### src/common/game_pkg.sv
// ****************************************
// shared definitions of the penalty game
// core: phase and mode encodings, the
// register map and the limit reset values
// ****************************************

package game_pkg;

    // game phase, as seen by controller and tracker
    typedef enum logic [2:0] {
        START   = 3'd0,
        KEEPER  = 3'd1,
        SHOOTER = 3'd2,
        WINNER  = 3'd3,
        LOOSER  = 3'd4
    } g_state;

    // play mode, multi needs the link between boards
    typedef enum logic {
        MULTI = 1'b0,
        SOLO  = 1'b1
    } g_mode;

    // byte offsets of the register map
    localparam logic [3:0] REG_CTRL   = 4'h0;
    localparam logic [3:0] REG_LIMITS = 4'h4;
    localparam logic [3:0] REG_STATUS = 4'h8;

    // saves needed to win
    localparam logic [3:0] WIN_SCORE_RST   = 4'd5;
    // rounds before the keeper loses
    localparam logic [3:0] ROUND_LIMIT_RST = 4'd9;

endpackage

### src/game_regs/game_regs.sv
// ****************************************
// AXI4-Lite register block of the game:
// solo enable, game limits, live status
// ****************************************

`timescale 1ns/10ps

module game_regs
    import game_pkg::*;
#(
    parameter int ROUND_W = 4,
    parameter int SCORE_W = 4
) (
    input  logic               clk,
    input  logic               rst,
    input  logic [3:0]         awaddr,
    input  logic               awvalid,
    output logic               awready,
    input  logic [31:0]        wdata,
    input  logic [3:0]         wstrb,
    input  logic               wvalid,
    output logic               wready,
    output logic [1:0]         bresp,
    output logic               bvalid,
    input  logic               bready,
    input  logic [3:0]         araddr,
    input  logic               arvalid,
    output logic               arready,
    output logic [31:0]        rdata,
    output logic [1:0]         rresp,
    output logic               rvalid,
    input  logic               rready,
    input  g_state             game_state,
    input  g_mode              game_mode,
    input  logic [SCORE_W-1:0] score,
    input  logic [ROUND_W-1:0] round_counter,
    output logic               solo_enable,
    output logic [SCORE_W-1:0] win_score,
    output logic [ROUND_W-1:0] round_limit
);

    localparam logic [1:0] RESP_OKAY   = 2'b00;
    localparam logic [1:0] RESP_SLVERR = 2'b10;

    logic        wr_fire;
    logic        rd_fire;
    logic        wr_mapped;
    logic [31:0] status_word;
    logic [31:0] rd_word;
    logic [1:0]  rd_resp;

    // address and data accepted together
    assign wr_fire   = awready && awvalid && wvalid;
    assign rd_fire   = arready && arvalid;
    assign wr_mapped = (awaddr == REG_CTRL) || (awaddr == REG_LIMITS) ||
                       (awaddr == REG_STATUS);

    always_comb begin
        status_word                 = '0;
        status_word[2:0]            = game_state;
        status_word[4]              = game_mode;
        status_word[8 +: SCORE_W]   = score;
        status_word[16 +: ROUND_W]  = round_counter;
    end

    // read mux, status sampled here
    always_comb begin
        rd_word = '0;
        rd_resp = RESP_OKAY;
        case (araddr)
            REG_CTRL:   rd_word[0] = solo_enable;
            REG_LIMITS: begin
                rd_word[0 +: SCORE_W] = win_score;
                rd_word[8 +: ROUND_W] = round_limit;
            end
            REG_STATUS: rd_word = status_word;
            default:    rd_resp = RESP_SLVERR;
        endcase
    end

    always_ff @(posedge clk) begin
        if (rst) begin
            awready     <= 1'b0;
            wready      <= 1'b0;
            bvalid      <= 1'b0;
            arready     <= 1'b0;
            rvalid      <= 1'b0;
            solo_enable <= 1'b0;
            win_score   <= SCORE_W'(WIN_SCORE_RST);
            round_limit <= ROUND_W'(ROUND_LIMIT_RST);
        end else begin
            // write path, one beat at a time
            if (awready) begin
                awready <= 1'b0;
                wready  <= 1'b0;
            end else if (awvalid && wvalid && !bvalid) begin
                awready <= 1'b1;
                wready  <= 1'b1;
            end
            if (wr_fire) begin
                bvalid <= 1'b1;
                case (awaddr)
                    REG_CTRL: if (wstrb[0]) solo_enable <= wdata[0];
                    REG_LIMITS: begin
                        if (wstrb[0]) win_score <= wdata[0 +: SCORE_W];
                        if (wstrb[1]) round_limit <= wdata[8 +: ROUND_W];
                    end
                    // status is read only
                    default: ;
                endcase
            end else if (bvalid && bready) begin
                bvalid <= 1'b0;
            end
            // read path
            if (arready) begin
                arready <= 1'b0;
            end else if (arvalid && !rvalid) begin
                arready <= 1'b1;
            end
            if (rd_fire) begin
                rvalid <= 1'b1;
            end else if (rvalid && rready) begin
                rvalid <= 1'b0;
            end
        end
    end

    // response payload
    always_ff @(posedge clk) begin
        if (wr_fire) begin
            bresp <= wr_mapped ? RESP_OKAY : RESP_SLVERR;
        end
        if (rd_fire) begin
            rdata <= rd_word;
            rresp <= rd_resp;
        end
    end

    assert property (@(posedge clk) disable iff (rst)
        (bvalid && !bready) |=> (bvalid && $stable(bresp)))
        else $error("bvalid dropped before bready");

    assert property (@(posedge clk) disable iff (rst)
        (rvalid && !rready) |=> (rvalid && $stable(rdata) && $stable(rresp)))
        else $error("read response changed before rready");

endmodule

### src/design/round_tracker.sv
// ****************************************
// round tracker: counts keeper rounds and
// pulses each round's outcome
// ****************************************

`timescale 1ns/10ps

module round_tracker
    import game_pkg::*;
#(
    parameter int ROUND_W = 4
) (
    input  logic               clk,
    input  logic               rst,
    input  logic               shot_valid,
    input  logic               shot_saved,
    input  g_state             game_state,
    input  logic [ROUND_W-1:0] round_limit,
    output logic               round_done,
    output logic               is_scored,
    output logic [ROUND_W-1:0] round_counter
);

    logic shot_take;

    // shots only count while the keeper is playing
    assign shot_take = shot_valid && (game_state == KEEPER);

    always_ff @(posedge clk) begin
        if (rst) begin
            round_done    <= 1'b0;
            is_scored     <= 1'b0;
            round_counter <= '0;
        end else begin
            // outcome pulse, one cycle after the shot
            round_done <= shot_take;
            is_scored  <= shot_take && !shot_saved;
            if (game_state == START) begin
                round_counter <= '0;
            end else if (shot_take && (round_counter < round_limit)) begin
                // saturates at the limit
                round_counter <= round_counter + 1'b1;
            end
        end
    end

    // shot_valid comes as isolated pulses from the shooting logic
    assert property (@(posedge clk) disable iff (rst)
        round_done |=> !round_done)
        else $error("round_done high on two cycles in a row");

    assert property (@(posedge clk) disable iff (rst)
        round_counter <= round_limit)
        else $error("round_counter above round_limit");

endmodule

### src/design/game_state_sel.sv
// ****************************************
// game state controller for solo keeper
// mode: phase FSM, save score and mode
// latching while in START
// ****************************************

`timescale 1ns/10ps

module game_state_sel
    import game_pkg::*;
#(
    parameter int ROUND_W = 4,
    parameter int SCORE_W = 4
) (
    input  logic               clk,
    input  logic               rst,
    input  logic               click,
    input  logic               solo_enable,
    input  logic [SCORE_W-1:0] win_score,
    input  logic [ROUND_W-1:0] round_limit,
    input  logic               round_done,
    input  logic               is_scored,
    output g_state             game_state,
    output g_mode              game_mode,
    output logic [SCORE_W-1:0] score
);

    g_state             game_state_nxt;
    g_mode              game_mode_nxt;
    logic [SCORE_W-1:0] score_nxt;
    logic [SCORE_W-1:0] score_inc;
    logic [ROUND_W-1:0] rounds_q;
    logic [ROUND_W-1:0] rounds_nxt;
    logic [ROUND_W-1:0] rounds_inc;
    logic               click_r;
    logic               click_rr;
    logic               click_rise;

    // click level staged twice, edge taken between the stages
    assign click_rise = click_r && !click_rr;
    assign score_inc  = score + 1'b1;
    assign rounds_inc = rounds_q + 1'b1;

    always_ff @(posedge clk) begin
        if (rst) begin
            click_r    <= 1'b0;
            click_rr   <= 1'b0;
            game_state <= START;
            game_mode  <= MULTI;
            score      <= '0;
            rounds_q   <= '0;
        end else begin
            click_r    <= click;
            click_rr   <= click_r;
            game_state <= game_state_nxt;
            game_mode  <= game_mode_nxt;
            score      <= score_nxt;
            rounds_q   <= rounds_nxt;
        end
    end

    // solo only taken in START, dropping the enable forces multi at once
    always_comb begin
        if (!solo_enable) begin
            game_mode_nxt = MULTI;
        end else if (game_state == START) begin
            game_mode_nxt = SOLO;
        end else begin
            game_mode_nxt = game_mode;
        end
    end

    always_comb begin
        game_state_nxt = game_state;
        score_nxt      = score;
        rounds_nxt     = rounds_q;
        if (game_mode == MULTI) begin
            // no link here, so multi parks in START
            game_state_nxt = START;
            score_nxt      = '0;
            rounds_nxt     = '0;
        end else begin
            case (game_state)
                START: begin
                    rounds_nxt = '0;
                    if (click_rise) begin
                        game_state_nxt = KEEPER;
                        score_nxt      = '0;
                    end
                end
                KEEPER: begin
                    if (round_done) begin
                        // private round count, mirrors the tracker saturation
                        if (rounds_q < round_limit) begin
                            rounds_nxt = rounds_inc;
                        end
                        if (!is_scored) begin
                            score_nxt = score_inc;
                        end
                        // a save that reaches the limit wins even on the last round
                        if (!is_scored && score_inc >= win_score) begin
                            game_state_nxt = WINNER;
                        end else if (rounds_inc >= round_limit) begin
                            game_state_nxt = LOOSER;
                        end
                    end
                end
                WINNER, LOOSER: begin
                    if (click_rise) begin
                        game_state_nxt = START;
                    end
                end
                // shooter belongs to multiplayer
                default: begin
                    game_state_nxt = START;
                end
            endcase
        end
    end

    assert property (@(posedge clk) disable iff (rst)
        game_state inside {START, KEEPER, SHOOTER, WINNER, LOOSER})
        else $error("game_state holds an illegal encoding");

    // limits are only rewritten between games
    assert property (@(posedge clk) disable iff (rst)
        (game_state == KEEPER) |-> (score <= win_score))
        else $error("score above win_score during play");

endmodule

### src/design/penalty_game_top.sv
// ****************************************
// penalty shoot-out game core, solo keeper
// mode: register block, round tracker and
// game state controller
// ****************************************

`timescale 1ns/10ps

module penalty_game_top
    import game_pkg::*;
#(
    parameter int ROUND_W = 4,
    parameter int SCORE_W = 4
) (
    input  logic        clk,
    input  logic        rst,
    input  logic        click,
    input  logic        shot_valid,
    input  logic        shot_saved,
    input  logic [3:0]  awaddr,
    input  logic        awvalid,
    output logic        awready,
    input  logic [31:0] wdata,
    input  logic [3:0]  wstrb,
    input  logic        wvalid,
    output logic        wready,
    output logic [1:0]  bresp,
    output logic        bvalid,
    input  logic        bready,
    input  logic [3:0]  araddr,
    input  logic        arvalid,
    output logic        arready,
    output logic [31:0] rdata,
    output logic [1:0]  rresp,
    output logic        rvalid,
    input  logic        rready
);

    g_state             game_state;
    g_mode              game_mode;
    logic [SCORE_W-1:0] score;
    logic [SCORE_W-1:0] win_score;
    logic [ROUND_W-1:0] round_limit;
    logic [ROUND_W-1:0] round_counter;
    logic               solo_enable;
    logic               round_done;
    logic               is_scored;

    // cpu side config and status
    game_regs #(
        .ROUND_W(ROUND_W),
        .SCORE_W(SCORE_W)
    ) u_game_regs (
        .clk, .rst,
        .awaddr, .awvalid, .awready, .wdata, .wstrb, .wvalid, .wready,
        .bresp, .bvalid, .bready,
        .araddr, .arvalid, .arready, .rdata, .rresp, .rvalid, .rready,
        .game_state, .game_mode, .score, .round_counter,
        .solo_enable, .win_score, .round_limit
    );

    // shot outcomes into rounds
    round_tracker #(
        .ROUND_W(ROUND_W)
    ) u_round_tracker (
        .clk, .rst,
        .shot_valid, .shot_saved, .game_state, .round_limit,
        .round_done, .is_scored, .round_counter
    );

    game_state_sel #(
        .ROUND_W(ROUND_W),
        .SCORE_W(SCORE_W)
    ) u_game_state_sel (
        .clk, .rst,
        .click, .solo_enable, .win_score, .round_limit,
        .round_done, .is_scored,
        .game_state, .game_mode, .score
    );

endmodule

### config.mk
export PLATFORM = sky130hd
export DESIGN_NAME = penalty_game_top
export DESIGN_NICKNAME = d
export VERILOG_FILES = /design/src/common/game_pkg.sv /design/src/game_regs/game_regs.sv /design/src/design/round_tracker.sv /design/src/design/game_state_sel.sv /design/src/design/penalty_game_top.sv
export SDC_FILE = /design/constraint.sdc
export NUM_CORES = 1
export LEC_CHECK = 0
export ABC_AREA = 0
export BUFFER_PORTS_ARGS = -buffer_cell sky130_fd_sc_hd__buf_4
export CORE_MARGIN = 3
export CORE_UTILIZATION = 50
export CTS_BUF_LIST = sky130_fd_sc_hd__clkbuf_2 sky130_fd_sc_hd__clkbuf_4 sky130_fd_sc_hd__clkbuf_8
export CTS_CLUSTER_DIAMETER = 60
export DETAILED_ROUTE_END_ITERATION = 6
export PLACE_DENSITY = 0.85
export SYNTH_ARGS = -nofsm -noshare
export SYNTH_HDL_FRONTEND = slang
export SYNTH_SLANG_ARGS = --single-unit
### constraint.sdc
create_clock -name clk -period 3.7 [get_ports clk]
set_input_delay 0.185 -clock clk [delete_from_list [all_inputs] [get_ports clk]]
set_output_delay 0.185 -clock clk [all_outputs]
set_load 0.1 [all_outputs]
==> impl_metrics.toml <==
[global_routing]
antenna_found_initial = 0
grt_start_max_net_pins = 27
grt_pass1_wl_mm = 9.01
overflow = 0
grt_usage_pct = 18.3
grt_pass1_vias = 1925

[timing]
hold_viol_final = 0
tightest_slew_ps = 746
setup_viol = 0
finalSetupTns_ps = 0
finClkSkew_ps = 6.12
rsz0062_at_grt = "false"
fmax_mhz = 486
period_share_pct = 55.7
period_needed_ps = 2060
slew_violations = 0
max_slew_margin_pct = 50.2

[setup_path]
required_ps = 3920
slowest_stage = "or4_4"
cp_num_buf_inv = 0
arrival_ps = 2270
path_delay_family = "simple AND/OR/NAND/NOR gates"
path_cells = "ha_1 -> xor2_1 -> ha_1 -> a2111oi_0 -> or4_4 -> o41ai_2"
r2r-end = "u_game_state_sel.game_state[1]$_SDFFE_PP0P_"
cp.depth = 6
worstSetupEndpoint = "u_game_state_sel.game_state[1]$_SDFFE_PP0P_"
worstPathMaxFanout = 5
path_class = "flip-flop to flip-flop"
rr_startpoint = "u_game_state_sel.score[0]$_SDFFE_PP0P_"
cp-end-kind = "flip-flop"
crit_top_cell = "ha_1"
r2r_cells = 6
r2r_setup_slack_ps = 1640
cp-start-kind = "flip-flop"
critPathLaunch = "u_game_state_sel.score[0]$_SDFFE_PP0P_"
max_stage_delay_ps = 570

[logic_synthesis]
synth_cells = 277
synth-async-reset-ratio_pct = 0
synth_area_leader_cell = "dfxtp_1"
synth_ff_type = "dfxtp_1"
ys_seq_area_share_pct = 42.7
synth_seq_cells = 49
synth_top_area_share_pct = 25.7
synthAdderAreaFrac_pct = 8.49
yosys.area_share.simple_pct = 23.2
synth_top_family_by_area = "simple AND/OR/NAND/NOR gates"
syn_avg_cell_area_um2 = 9.57
synth_cell_types = 52
synth_area_mm2 = 0.00265
synth_edf_count = 15
synth_warnings = 0
synth_xor_area_share_pct = 1.65
synth.area.top_cells = "dfxtp_1, edfxtp_1, ha_1"
synth_compound_area_share_pct = 11.6
synth_mux_area_share_pct = 3.02

[drt]
drt_iter0_drc = 98
ant_nets = 0
drc = 0
vias = 2052
via_per_inst = 5.30
dr.pass1.iters = 4
wirelength_mm = 5.38
post_drt_wl_per_cell_um = 13.9

[clock_tree]
cts_buffers = 5
clockBufferDepth = 2
cts.sinks = 49
cts_hold_buffers = 0
postCtsSetupBuffers = 0
cts_resized = 0
clock_latency_ps = 300
h-tree-depth = 2
clkTransAtPathRegs_ps = 90
tritoncts = "built"
clock-root-buffer = "clkbuf_8"

[cells_and_area]
num-nets-final = 391
drive_gt1_share_pct = 20.9
final_cell_area_mm2 = 0.00305
fillerInstances = 404
n_antenna_cell = 0
final_common_cell = "buf_4"
final_cell_mix = "buf_4, nor2_1, dfxtp_1"
syn_to_final_growth_pct = 14.9
finalNonFillerCells = 387

[power]
leakage_nw = 1.30
ir_drop_v = 0.000209
p_clk_share_pct = 29.8
pwr-share-comb_pct = 17.9
internal-power_mw = 0.732
p_per_area_mw_per_mm2 = 352
swShare_pct = 31.8
p_seq_share_pct = 52.3
power.switching_mw = 0.341

[floorplanning]
fp.dieH_um = 78.8
rows = 25
die-area_mm2 = 0.00621
io_pins = 95
initial_core_util_pct = 54.0
die_x_um = 78.8
core_area_mm2 = 0.00491

[outcome]
run_status = "completed"

[placed_design]
dpl.cell_count = 379
dpl_cell_area_mm2 = 0.00295
gp_congestion = 0.854
hpwlAfterDp_mm = 4.17
port_buffers = 47

[worst_hold_path]
min_path_cells = 2
hp-start = "shot_saved"
min_path_type = "primary input to flip-flop"

[flow_run]
cap_violations = 0
cell families (layout without fill, tap and decap cells):
logic type / after synthesis / after routing
DFF: 49 / 49
buffers and inverters: 42 / 65
adders and majority gates: 18 / 18
other: 1 / 21
muxes: 8 / 8
and+or+nand+nor: 110 / 110
xor gates and xnor gates: 5 / 5
AOI/OAI and AO/OA: 44 / 44
power by group through the flow:
| stage | clock, mW | sequential (mW) | combinational (mW) |
|---|---|---|---|
| finish | 0.320 | 0.561 | 0.192 |
| floorplan | 0 | 0.614 | 0.131 |
| CTS | 0.327 | 0.561 | 0.192 |
| global placement | 0 | 0.574 | 0.189 |
| global route | 0.352 | 0.562 | 0.199 |
| detailed placement | 0 | 0.574 | 0.191 |
sequential cells by signal, indices dropped and copies added (netlist names):
name and cells:
u_game_regs.rdata 13, u_game_regs.round_limit 4, u_game_regs.win_score 4, u_game_state_sel.rounds_q 4, u_game_state_sel.score 4, u_round_tracker.round_counter 4, u_game_state_sel.game_state 3, u_game_regs.arready 1
u_game_regs.awready 1, u_game_regs.bresp 1, u_game_regs.bvalid 1, u_game_regs.rresp 1, u_game_regs.rvalid 1, u_game_regs.solo_enable 1, u_game_regs.wready 1, u_game_state_sel.click_r 1
u_game_state_sel.click_rr 1, u_game_state_sel.game_mode 1, u_round_tracker.is_scored 1, u_round_tracker.round_done 1
per-layer routing:
metal	up-vias	routed length, µm	global-route usage (%)
li1	1020	-	-
met3	8	319	4.31
met1	965	2350	23.1
met2	59	2630	31.3
met4	0	78	5.33
met5	-	0	0
synthesized netlist by cell type, types with 3 or more instances:
cell,n
dfxtp_1,34
nor2_1,34
buf_4,21
ha_1,18
edfxtp_1,15
a21oi_1,11
nand3_1,11
nor3_1,11
inv_1,10
and3_1,9
mux2i_1,8
nand2_1,8
a22oi_1,7
clkbuf_1,7
nor2b_1,7
o21ai_1,6
nand2b_1,4
a2111oi_0,3
a21o_1,3
nand3b_1,3
nand4_1,3
nor3b_1,3
xor2_1,3
worst min path at each step:
stage                                           end  slack [ps]
6_report       u_round_tracker.is_scored$_SDFF_PP0_          30
5_1_grt        u_round_tracker.is_scored$_SDFF_PP0_          20
4_1_cts        u_round_tracker.is_scored$_SDFF_PP0_          20
3_5_place_dp   u_round_tracker.is_scored$_SDFF_PP0_         350
3_3_place_gp   u_round_tracker.is_scored$_SDFF_PP0_         350
2_1_floorplan  u_round_tracker.is_scored$_SDFF_PP0_         260
worst reg2reg max path, stage by stage (launching register included):
cell and delay (ps):
dfxtp_1 440, ha_1 250, xor2_1 180, ha_1 200, a2111oi_0 80, or4_4 570
o41ai_2 270
through the flow:
stage	setup WS [ps]	hold slack (ps)	total power [mW]	utilization (%)
finish	1640	27.6	1.07	62.0
CTS	1650	19.4	1.08	62.0
floorplan	1640	262	0.745	-
global route	1530	19.2	1.11	62.0
global placement	1710	348	0.763	60.2
detailed placement	1670	349	0.765	60.2
area by class of cell:
type | count | area [µm²] | area share [%]
multi-input cells | 206 | 1350 | 44.3
flip-flops and latches | 49 | 1130 | 37.1
clock buffers | 6 | 76.3 | 2.51
clock inverters | 2 | 15.0 | 0.493
well taps | 67 | 83.8 | 2.75
inverters | 10 | 37.5 | 1.23
repair buffers | 47 | 353 | 11.6
(Power assumes the default switching activity.)
